$ cat config.mk
export PLATFORM = sky130hd
export DESIGN_NAME = decode_stage
export DESIGN_NICKNAME = d
export VERILOG_FILES = /design/src/decode_pkg.sv /design/src/inst_field_decode.sv /design/src/imm_gen.sv /design/src/muldiv_decode.sv /design/src/hazard_unit.sv /design/src/id_ex_reg.sv /design/src/decode_stage.sv
export SDC_FILE = /design/constraint.sdc
export NUM_CORES = 1
export LEC_CHECK = 0
export ABC_CLOCK_PERIOD_IN_PS = 2190
export BUFFER_PORTS_ARGS = -buffer_cell sky130_fd_sc_hd__buf_2
export CORE_AREA = 5 5 145 147
export DETAILED_ROUTE_END_ITERATION = 8
export DIE_AREA = 0 0 150 152
export PLACE_DENSITY = 0.72
export SLEW_MARGIN = 10
export SYNTH_ARGS = -nofsm -noshare
export SYNTH_HDL_FRONTEND = slang
export SYNTH_SLANG_ARGS = --single-unit
$ cat constraint.sdc
create_clock -name clk -period 2.19 [get_ports clk]
set_input_delay 0.3285 -clock clk [delete_from_list [all_inputs] [get_ports clk]]
set_output_delay 0.3285 -clock clk [all_outputs]
set_load 0.05 [all_outputs]
$ cat src/decode_pkg.sv
package decode_pkg;

    //////////////////////////////////////////////////////////////////////
    // opcodes and function fields
    //////////////////////////////////////////////////////////////////////

    localparam logic [6:0] OP_LUI    = 7'b0110111;
    localparam logic [6:0] OP_AUIPC  = 7'b0010111;
    localparam logic [6:0] OP_JAL    = 7'b1101111;
    localparam logic [6:0] OP_JALR   = 7'b1100111;
    localparam logic [6:0] OP_BRANCH = 7'b1100011;
    localparam logic [6:0] OP_LOAD   = 7'b0000011;
    localparam logic [6:0] OP_STORE  = 7'b0100011;
    localparam logic [6:0] OP_IMM    = 7'b0010011;
    localparam logic [6:0] OP_ALU    = 7'b0110011;
    localparam logic [6:0] OP_MULDIV = 7'b0110011; // shares OP_ALU, split on funct7
    localparam logic [6:0] MULDIV_F7 = 7'b0000001;

    localparam logic [2:0] FUNC_LB  = 3'b000;
    localparam logic [2:0] FUNC_LH  = 3'b001;
    localparam logic [2:0] FUNC_LW  = 3'b010;
    localparam logic [2:0] FUNC_LBU = 3'b100;
    localparam logic [2:0] FUNC_LHU = 3'b101;
    localparam logic [2:0] FUNC_LWU = 3'b110;
    localparam logic [2:0] FUNC_SB  = 3'b000;
    localparam logic [2:0] FUNC_SH  = 3'b001;
    localparam logic [2:0] FUNC_SW  = 3'b010;

    localparam logic [2:0] FUNC_MUL    = 3'b000;
    localparam logic [2:0] FUNC_MULH   = 3'b001;
    localparam logic [2:0] FUNC_MULHSU = 3'b010;
    localparam logic [2:0] FUNC_MULHU  = 3'b011;
    localparam logic [2:0] FUNC_DIV    = 3'b100;
    localparam logic [2:0] FUNC_DIVU   = 3'b101;
    localparam logic [2:0] FUNC_REM    = 3'b110;
    localparam logic [2:0] FUNC_REMU   = 3'b111;

    localparam logic [1:0] LSU_LOAD  = 2'b01; // low bits of lsu code
    localparam logic [1:0] LSU_STORE = 2'b10;

    //////////////////////////////////////////////////////////////////////
    // types
    //////////////////////////////////////////////////////////////////////

    typedef enum logic [1:0] {
        SEL_REG  = 2'b00,
        SEL_PC   = 2'b01,
        SEL_IMM  = 2'b10,
        SEL_NONE = 2'b11  // operand unused
    } sel_t;

    typedef logic [4:0] lsu_op_t; // {size/sign, ld/st}
    typedef logic [4:0] reg_id_t;

    typedef struct packed {
        logic [6:0] funct7;
        reg_id_t    rs2;
        reg_id_t    rs1;
        logic [2:0] funct3;
        reg_id_t    rd;
        logic [6:0] opcode;
    } inst_r_t;

    typedef struct packed {
        logic [11:0] imm12;
        reg_id_t     rs1;
        logic [2:0]  funct3;
        reg_id_t     rd;
        logic [6:0]  opcode;
    } inst_i_t;

    typedef struct packed {
        logic [6:0] imm_hi;
        reg_id_t    rs2;
        reg_id_t    rs1;
        logic [2:0] funct3;
        logic [4:0] imm_lo;
        logic [6:0] opcode;
    } inst_s_t;

    typedef struct packed {
        logic [19:0] imm20;
        reg_id_t     rd;
        logic [6:0]  opcode;
    } inst_uf_t;

    typedef union packed {
        inst_r_t  r;
        inst_i_t  i;
        inst_s_t  s; // b format reads through s as well
        inst_uf_t u; // j format reads through u as well
    } inst_u;

    typedef struct packed {
        logic [6:0] alu_op1; // opcode
        logic [6:0] alu_op2; // funct7
        logic [2:0] alu_fn;  // funct3
        sel_t       sel_a;
        sel_t       sel_b;
    } alu_ctrl_t;

    typedef struct packed {
        lsu_op_t lsu_op;
        logic    wb_op;
        logic    jal;
        logic    jalr;
        logic    branchchk;
        reg_id_t rd_id;
        logic    store_sel_pc; // store data is next pc
        logic    is_load;
    } pipe_ctrl_t;

    typedef struct packed {
        logic [1:0] mul_op;
        logic [1:0] div_op;
        logic       mul_kill;
        logic       div_kill;
    } md_ctrl_t;

    typedef struct packed {
        logic rs1_mem;
        logic rs1_wb;
        logic rs2_mem;
        logic rs2_wb;
    } fwd_t;

    localparam alu_ctrl_t ALU_CTRL_BUBBLE = '{alu_op1: 7'd0, alu_op2: 7'd0, alu_fn: 3'd0,
                                              sel_a: SEL_NONE, sel_b: SEL_NONE};
    localparam pipe_ctrl_t PIPE_CTRL_BUBBLE = '0;
    localparam md_ctrl_t MD_CTRL_BUBBLE = '{mul_op: 2'b11, div_op: 2'b00,
                                            mul_kill: 1'b1, div_kill: 1'b1};

endpackage

$ cat src/inst_field_decode.sv
module inst_field_decode import decode_pkg::*; (
    input  inst_u      instr_i,
    output alu_ctrl_t  alu_o,
    output pipe_ctrl_t pipe_o,
    output reg_id_t    rs1_o,
    output reg_id_t    rs2_o,
    output logic       rs1_rd_o,
    output logic       rs2_rd_o
);

    logic [6:0] opcode;
    logic [2:0] funct3;
    logic       is_lui, is_auipc, is_jal, is_jalr, is_branch;
    logic       is_load, is_store, is_imm, is_alu;

    assign opcode = instr_i.r.opcode;
    assign funct3 = instr_i.r.funct3;

    assign is_lui    = (opcode == OP_LUI);
    assign is_auipc  = (opcode == OP_AUIPC);
    assign is_jal    = (opcode == OP_JAL);
    assign is_jalr   = (opcode == OP_JALR);
    assign is_branch = (opcode == OP_BRANCH);
    assign is_load   = (opcode == OP_LOAD);
    assign is_store  = (opcode == OP_STORE);
    assign is_imm    = (opcode == OP_IMM);
    assign is_alu    = (opcode == OP_ALU);    // includes muldiv

    assign rs1_rd_o = is_jalr | is_branch | is_load | is_store | is_imm | is_alu;
    assign rs2_rd_o = is_branch | is_store | is_alu;

    // register ids, zeroed where the format has none
    assign rs1_o = (is_lui | is_auipc | is_jal) ? '0 : instr_i.r.rs1;
    assign rs2_o = rs2_rd_o ? instr_i.r.rs2 : '0;

    always_comb begin
        alu_o.alu_op1 = opcode;
        alu_o.alu_op2 = instr_i.r.funct7;      // shift type lives here too
        alu_o.alu_fn  = funct3;
        alu_o.sel_a   = SEL_REG;                // default, op and lui
        alu_o.sel_b   = SEL_REG;
        if (is_auipc | is_jal | is_branch) begin
            alu_o.sel_a = SEL_IMM;              // imm + pc for targets
            alu_o.sel_b = SEL_PC;
        end else if (is_jalr | is_load | is_store | is_imm) begin
            alu_o.sel_b = SEL_IMM;              // rs1 + imm
        end
    end

    always_comb begin
        pipe_o.lsu_op = '0;
        if (is_load) begin
            case (funct3)
                FUNC_LB, FUNC_LH, FUNC_LW,
                FUNC_LBU, FUNC_LHU, FUNC_LWU: pipe_o.lsu_op = {funct3, LSU_LOAD};
                default:                      pipe_o.lsu_op = '0;
            endcase
        end else if (is_store) begin
            case (funct3)
                FUNC_SB, FUNC_SH, FUNC_SW: pipe_o.lsu_op = {funct3, LSU_STORE};
                default:                   pipe_o.lsu_op = '0;
            endcase
        end
        pipe_o.wb_op        = is_lui | is_auipc | is_jal | is_jalr | is_load | is_imm | is_alu;
        pipe_o.jal          = is_jal;
        pipe_o.jalr         = is_jalr;
        pipe_o.branchchk    = is_branch;
        pipe_o.rd_id        = (is_branch | is_store) ? '0 : instr_i.r.rd; // no dest
        pipe_o.store_sel_pc = is_jal | is_jalr;                          // link value
        pipe_o.is_load      = (pipe_o.lsu_op[1:0] == LSU_LOAD);          // legal loads only
    end

endmodule

$ cat src/imm_gen.sv
module imm_gen import decode_pkg::*; #(
    parameter int XLEN = 32
) (
    input  inst_u             instr_i,
    output logic [XLEN-1:0]   imm_o
);

    logic signed [11:0] imm_i;
    logic signed [11:0] imm_s;
    logic signed [12:0] imm_b;
    logic signed [31:0] imm_u;
    logic signed [20:0] imm_j;

    assign imm_i = instr_i.i.imm12;
    assign imm_s = {instr_i.s.imm_hi, instr_i.s.imm_lo};
    assign imm_b = {instr_i.s.imm_hi[6], instr_i.s.imm_lo[0],   // bit 12, bit 11
                    instr_i.s.imm_hi[5:0], instr_i.s.imm_lo[4:1], 1'b0};
    assign imm_u = {instr_i.u.imm20, 12'b0};
    assign imm_j = {instr_i.u.imm20[19], instr_i.u.imm20[7:0],  // bit 20, 19:12
                    instr_i.u.imm20[8], instr_i.u.imm20[18:9], 1'b0};

    // sign extension through signed size casts
    always_comb begin
        case (instr_i.r.opcode)
            OP_JALR,
            OP_LOAD,
            OP_IMM:    imm_o = XLEN'(imm_i);
            OP_STORE:  imm_o = XLEN'(imm_s);
            OP_BRANCH: imm_o = XLEN'(imm_b);
            OP_LUI,
            OP_AUIPC:  imm_o = XLEN'(imm_u);
            OP_JAL:    imm_o = XLEN'(imm_j);
            default:   imm_o = '0;                // r type, unknown
        endcase
    end

endmodule

$ cat src/muldiv_decode.sv
module muldiv_decode import decode_pkg::*; (
    input  inst_u    instr_i,
    output md_ctrl_t md_o
);

    logic is_md;

    assign is_md = (instr_i.r.opcode == OP_MULDIV) && (instr_i.r.funct7 == MULDIV_F7);

    always_comb begin
        md_o = MD_CTRL_BUBBLE;                     // both units idle
        if (is_md) begin
            case (instr_i.r.funct3)
                FUNC_MUL:    md_o.mul_op = 2'b00;  // signed low
                FUNC_MULH:   md_o.mul_op = 2'b10;  // signed high
                FUNC_MULHSU: md_o.mul_op = 2'b01;  // signed x unsigned
                FUNC_MULHU:  md_o.mul_op = 2'b11;  // unsigned high
                FUNC_DIV:    md_o.div_op = 2'b11;  // signed quotient
                FUNC_DIVU:   md_o.div_op = 2'b10;  // unsigned quotient
                FUNC_REM:    md_o.div_op = 2'b01;  // signed remainder
                FUNC_REMU:   md_o.div_op = 2'b00;  // unsigned remainder
            endcase
            md_o.mul_kill = instr_i.r.funct3[2];   // mul group, bit 2 low
            md_o.div_kill = ~instr_i.r.funct3[2];
        end
    end

endmodule

$ cat src/hazard_unit.sv
module hazard_unit import decode_pkg::*; (
    input  logic    clk,
    input  logic    rst,
    input  logic    flush_i,
    input  reg_id_t rs1_i,
    input  reg_id_t rs2_i,
    input  logic    rs1_rd_i,
    input  logic    rs2_rd_i,
    input  reg_id_t ex_rd_i,   // one ahead, at id/ex outputs
    input  logic    ex_wb_i,
    input  logic    ex_load_i,
    output fwd_t    fwd_o,
    output logic    stall_o,
    output logic    issue_o
);

    reg_id_t wb_rd_q;          // two ahead
    logic    wb_wb_q;
    logic    rs1_hit_ex, rs2_hit_ex;
    logic    rs1_hit_wb, rs2_hit_wb;
    logic    load_use;

    //////////////////////////////////////////////////////////////////////
    // issued history, second entry
    //////////////////////////////////////////////////////////////////////

    always_ff @(posedge clk) begin
        if (rst) begin
            wb_rd_q <= '0;
            wb_wb_q <= 1'b0;
        end else begin
            wb_rd_q <= ex_rd_i;    // bubbles shift in as zero
            wb_wb_q <= ex_wb_i;
        end
    end

    // x0 never matches
    assign rs1_hit_ex = rs1_rd_i && (rs1_i != '0) && (rs1_i == ex_rd_i);
    assign rs2_hit_ex = rs2_rd_i && (rs2_i != '0) && (rs2_i == ex_rd_i);
    assign rs1_hit_wb = rs1_rd_i && (rs1_i != '0) && (rs1_i == wb_rd_q);
    assign rs2_hit_wb = rs2_rd_i && (rs2_i != '0) && (rs2_i == wb_rd_q);

    assign fwd_o.rs1_mem = rs1_hit_ex && ex_wb_i;
    assign fwd_o.rs1_wb  = rs1_hit_wb && wb_wb_q;
    assign fwd_o.rs2_mem = rs2_hit_ex && ex_wb_i;
    assign fwd_o.rs2_wb  = rs2_hit_wb && wb_wb_q;

    //////////////////////////////////////////////////////////////////////
    // load-use stall and issue
    //////////////////////////////////////////////////////////////////////

    assign load_use = ex_load_i && (rs1_hit_ex || rs2_hit_ex); // data not ready yet
    assign stall_o  = load_use && !flush_i;                    // squashed, nothing to hold
    assign issue_o  = !(load_use || flush_i);

endmodule

$ cat src/id_ex_reg.sv
module id_ex_reg import decode_pkg::*; #(
    parameter int XLEN = 32
) (
    input  logic            clk,
    input  logic            rst,
    input  logic            issue_i,
    input  alu_ctrl_t       alu_i,
    input  pipe_ctrl_t      pipe_i,
    input  md_ctrl_t        md_i,
    input  fwd_t            fwd_i,
    input  logic [XLEN-1:0] imm_i,
    input  logic [XLEN-1:0] pc_i,
    input  logic [XLEN-1:0] opr1_i,
    input  logic [XLEN-1:0] opr2_i,
    input  logic [XLEN-1:0] next_pc_i,
    input  logic [5:0]      shamt_i,
    output alu_ctrl_t       alu_o,
    output pipe_ctrl_t      pipe_o,
    output md_ctrl_t        md_o,
    output fwd_t            fwd_o,
    output logic [XLEN-1:0] imm_o,
    output logic [XLEN-1:0] pc_o,
    output logic [XLEN-1:0] rs1_data_o,
    output logic [XLEN-1:0] rs2_data_o,
    output logic [XLEN-1:0] store_data_o,
    output logic [5:0]      shamt_o
);

    always_ff @(posedge clk) begin
        if (rst || !issue_i) begin               // bubble
            alu_o        <= ALU_CTRL_BUBBLE;
            pipe_o       <= PIPE_CTRL_BUBBLE;
            md_o         <= MD_CTRL_BUBBLE;
            fwd_o        <= '0;
            imm_o        <= '0;
            pc_o         <= '0;
            rs1_data_o   <= '0;
            rs2_data_o   <= '0;
            store_data_o <= '0;
            shamt_o      <= '0;
        end else begin
            alu_o        <= alu_i;
            pipe_o       <= pipe_i;
            md_o         <= md_i;
            fwd_o        <= fwd_i;
            imm_o        <= imm_i;
            pc_o         <= pc_i;
            rs1_data_o   <= opr1_i;
            rs2_data_o   <= opr2_i;
            store_data_o <= pipe_i.store_sel_pc ? next_pc_i : opr2_i; // link addr for jal/jalr
            shamt_o      <= shamt_i;
        end
    end

endmodule

$ cat src/decode_stage.sv
module decode_stage import decode_pkg::*; #(
    parameter int XLEN = 32
) (
    input  logic            clk,
    input  logic            rst,
    input  inst_u           instr_i,
    input  logic [XLEN-1:0] pc_i,
    input  logic [XLEN-1:0] next_pc_i,
    input  logic [XLEN-1:0] opr1_i,      // regfile data for rs1_id_o
    input  logic [XLEN-1:0] opr2_i,
    input  logic            flush_i,     // branch taken or fetch nop
    output reg_id_t         rs1_id_o,
    output reg_id_t         rs2_id_o,
    output logic            stall_o,     // fetch holds instr
    output alu_ctrl_t       alu_o,
    output pipe_ctrl_t      pipe_o,
    output md_ctrl_t        md_o,
    output fwd_t            fwd_o,
    output logic [XLEN-1:0] imm_o,
    output logic [XLEN-1:0] pc_o,
    output logic [XLEN-1:0] rs1_data_o,
    output logic [XLEN-1:0] rs2_data_o,
    output logic [XLEN-1:0] store_data_o,
    output logic [5:0]      shamt_o
);

    alu_ctrl_t       alu_d;
    pipe_ctrl_t      pipe_d;
    md_ctrl_t        md_d;
    fwd_t            fwd_d;
    logic [XLEN-1:0] imm_d;
    logic            rs1_rd, rs2_rd;
    logic            issue;

    inst_field_decode i_inst_field_decode (
        .instr_i (instr_i), .alu_o (alu_d), .pipe_o (pipe_d),
        .rs1_o (rs1_id_o), .rs2_o (rs2_id_o), .rs1_rd_o (rs1_rd), .rs2_rd_o (rs2_rd)
    );

    imm_gen #(.XLEN(XLEN)) i_imm_gen (.instr_i (instr_i), .imm_o (imm_d));

    muldiv_decode i_muldiv_decode (.instr_i (instr_i), .md_o (md_d));

    hazard_unit i_hazard_unit (
        .clk (clk), .rst (rst), .flush_i (flush_i),
        .rs1_i (rs1_id_o), .rs2_i (rs2_id_o), .rs1_rd_i (rs1_rd), .rs2_rd_i (rs2_rd),
        .ex_rd_i (pipe_o.rd_id), .ex_wb_i (pipe_o.wb_op), .ex_load_i (pipe_o.is_load),
        .fwd_o (fwd_d), .stall_o (stall_o), .issue_o (issue)
    );

    id_ex_reg #(.XLEN(XLEN)) i_id_ex_reg (
        .clk (clk), .rst (rst), .issue_i (issue),
        .alu_i (alu_d), .pipe_i (pipe_d), .md_i (md_d), .fwd_i (fwd_d), .imm_i (imm_d),
        .pc_i (pc_i), .opr1_i (opr1_i), .opr2_i (opr2_i), .next_pc_i (next_pc_i),
        .shamt_i ({1'b0, instr_i.r.rs2}),                 // shamt sits in rs2 field
        .alu_o (alu_o), .pipe_o (pipe_o), .md_o (md_o), .fwd_o (fwd_o), .imm_o (imm_o),
        .pc_o (pc_o), .rs1_data_o (rs1_data_o), .rs2_data_o (rs2_data_o),
        .store_data_o (store_data_o), .shamt_o (shamt_o)
    );

endmodule

==> flow_summary_export.csv <==
group,metric,value,unit
route,vias_per_cell,4.979,
route,ant_nets,0,
placement,placed_cells,1337,
worst_setup_path,critPathKind,"reg2out",
run,maxCapViolations,0,
synthesis,synth_edf_count,0,
pwr,sw_frac_of_total,25.44,%
finish,final_common_cell,"buf_2",
pwr,power.clock.fraction,43.6,%
pwr,leakagePower,5.455,nW
sta,rsz0062_at_grt,"yes",
synthesis,syn-mean-instance-area,10.72,sq um
cts,cts_tree,"done",
global_route,grtUsageMet2,36.97,%
synthesis,synthesis.area,7451,sq um
finish,diodes,0,
floorplanning,placementRows,52,
synthesis,ys.flop_type,"dfxtp_1",
finish,drive_above_1_share,45.64,%
cts,cts_buffer_depth,3,
route,vias,6886,
sta,fin_crit,2.265,ns
global_route,grtUsageMet3,6.941,%
global_route,grt_pass1_vias,6771,
global_route,overflow,0,
global_route,grt_max_degree,71,
synthesis,async_flop_share,0,%
synthesis,syn_nets,858,
worst_setup_path,reg2regPathDepth,8,
placement,port_buffers,385,
worst_setup_path,crit_required,1.86,ns
pwr,pwr-share-seq,43.9,%
worst_setup_path,crit_family,"flip-flops",
cts,htree_levels,1,
worst_setup_path,worst-path-max-fanout,2,
finish,stdcell_count,1383,
pwr,ir_drop,0.0004756,V
sta,finClkSkew,0.01477,ns
worst_setup_path,start_kind,"flip-flop",
status,violations,"setup timing",
sta,slew_viol_final,0,
global_route,grt_busiest_layer,"met2",
worst_setup_path,cp-end-kind,"primary output",
worst_setup_path,crit_slowest_cell,"dfxtp_4",
floorplanning,start_util,37.67,%
placement,gp_congestion,0.9341,
pwr,power.switching,2.392,mW
sta,min_period_over_period,103.4,%
pwr,combinationalPowerShare,12.5,%
synthesis,ys_types,60,
floorplanning,die_h,152,microns
placement,place_hpwl,19720,microns
route,drtIter0Drc,435,
global_route,use_met1,26.57,%
sta,fmax,441.5,MHz
worst_setup_path,crit_cells,7,
sta,setup_viol,1,
synthesis,netlist_instances,695,
global_route,antenna_found_initial,1,
worst_setup_path,worstPathArrival,1.94,ns
pwr,p_int,7.011,mW
sta,tightest_slew,0.6793,ns
floorplanning,die_area,22800,sq um
finish,area_growth,44.57,%
route,routed_wl,26650,microns
pwr,power_density,873.0,nW/um^2
min_path,hold_class,"in2reg",
cts,clock_latency,0.50,ns
synthesis,yosysWarningCount,0,
worst_setup_path,critical_path.cell_chain,"buf_4, xnor2_1, nand3_1, nor3_1, o21ai_2, a21oi_4, buf_6",
cts,ctsHoldBuffers,0,
pwr,p_total,9.403,mW
cts,numCtsBuffers,23,
cts,clk_pin_slew,0.06,ns
floorplanning,io_pins,387,
cts,clock-root-buffer,"clkbuf_16",
worst_setup_path,slowest_delay,0.36,ns
route,drc,0,
sta,hold_viol,0,
finish,layout_common_cells,"384 x buf_2, 213 x dfxtp_1, 121 x and3_1, 73 x nor3_1, 46 x buf_4",
finish,fin_nets,1262,
synthesis,seq_area_frac_synth,58.57,%
min_path,hold_depth,2,
global_route,grt_pass1_wl,39370,microns
floorplanning,coreArea,19780,sq um
global_route,gr-usage-all-layers,21.92,%
route,drt-wirelength-per-cell,19.27,microns
synthesis,ys_ff_latch,218,
cts,cts.sinks,218,
status,status,"complete, but fails checks",
sta,slew_headroom,54.36,%
floorplanning,die_width,150,microns
route,firstDrtPassIters,5,
sta,setup_slack,-0.07476,ns
worst_setup_path,cp.buffers_inverters,2,
## per-stage QoR
| step | TNS (ns) | area [sq um] | util (%) | worst slack, ns | hold WS (ns) |
|---|---|---|---|---|---|
| final | -0.07476 | 10770 | 54.46 | -0.07476 | 0.05111 |
| after global routing | -0.1560 | 10770 | 54.46 | -0.1560 | 0.03580 |
| after CTS | -0.1106 | 10720 | 54.20 | -0.1106 | 0.02719 |
| after detailed placement | -0.004614 | 9842 | 49.76 | -0.003741 | 0.4682 |
| after global placement | -0.01585 | 9842 | 49.76 | -0.01585 | 0.4682 |
| after floorplan | 0 | 7463 | - | 0.02320 | 0.4001 |
## synth_stat cells (11+ instances only)
cell type,count,area [sq um]
dfxtp_1,218,4364
and3_1,121,757.0
nor3_1,73,365.4
nand2_1,34,127.6
mux2i_1,33,330.3
clkbuf_1,20,75.07
buf_2,18,90.09
buf_6,18,202.7
nor2_1,15,56.30
xnor2_1,14,122.6
a211oi_1,13,97.59
a21oi_1,13,65.06
and2_1,12,75.07
nand3_1,11,55.05
## final cells by class
| cell class | instances | area, sq um |
|---|---|---|
| fillers | 1757 | 9007 |
| flip-flops and latches | 218 | 4378 |
| multi-input cells | 413 | 2746 |
| repair buffers | 442 | 2499 |
| clock buffers | 29 | 648.1 |
| well taps | 270 | 337.8 |
| clock inverters | 10 | 158.9 |
| inverters | 1 | 3.754 |
## cells by family after synthesis
group	synth area share [%]
flops	58.57
compound gates	4.601
buf+inv	5.642
mux	4.433
xor+xnor	2.233
other cells	0.05033
simple gates	24.47
## what timing repair did
action | CTS | global route
gates resized for setup | 12 | 6
cloned | 0 | 0
setup endpoints to repair | 1 | 1
setup buffers | 4 | 3
pin swaps | 6 | 4
## state kept, by name, summed over array words and instances (netlist names), 6 cells and up
signal	cells
i_id_ex_reg.imm_o	32
i_id_ex_reg.pc_o	32
i_id_ex_reg.rs1_data_o	32
i_id_ex_reg.rs2_data_o	32
i_id_ex_reg.store_data_o	32
i_id_ex_reg.alu_o	21
i_id_ex_reg.pipe_o	16
i_id_ex_reg.md_o	6
## per-layer routing
layer | vias to the layer above | part of all wire (%)
li1 | 3243 | -
met1 | 3278 | 39
met2 | 316 | 48
met3 | 47 | 10
met4 | 2 | 2.6
met5 | - | 0.045
## final timing paths
path / from / endpoint / slack [ns]
max: i_id_ex_reg.pipe_o[3] / stall_o / -0.07
min: pc_i[7] / i_id_ex_reg.pc_o[7] / 0.05
max reg2reg: i_id_ex_reg.pipe_o[2] / i_id_ex_reg.rs1_data_o[7] / 0.15
min reg2reg: i_id_ex_reg.pipe_o[10] / i_hazard_unit.wb_wb_q / 0.48
## power groups by stage
stage	clock network (mW)	registers (mW)	logic (mW)
finish	4.10	4.13	1.18
global placement	0	4.22	1.15
floorplan	0	4.65	0.302
global route	4.37	4.14	1.24
detailed placement	0	4.22	1.16
CTS	4.19	4.13	1.17
Note: power is estimated with default switching activity, not from simulation.
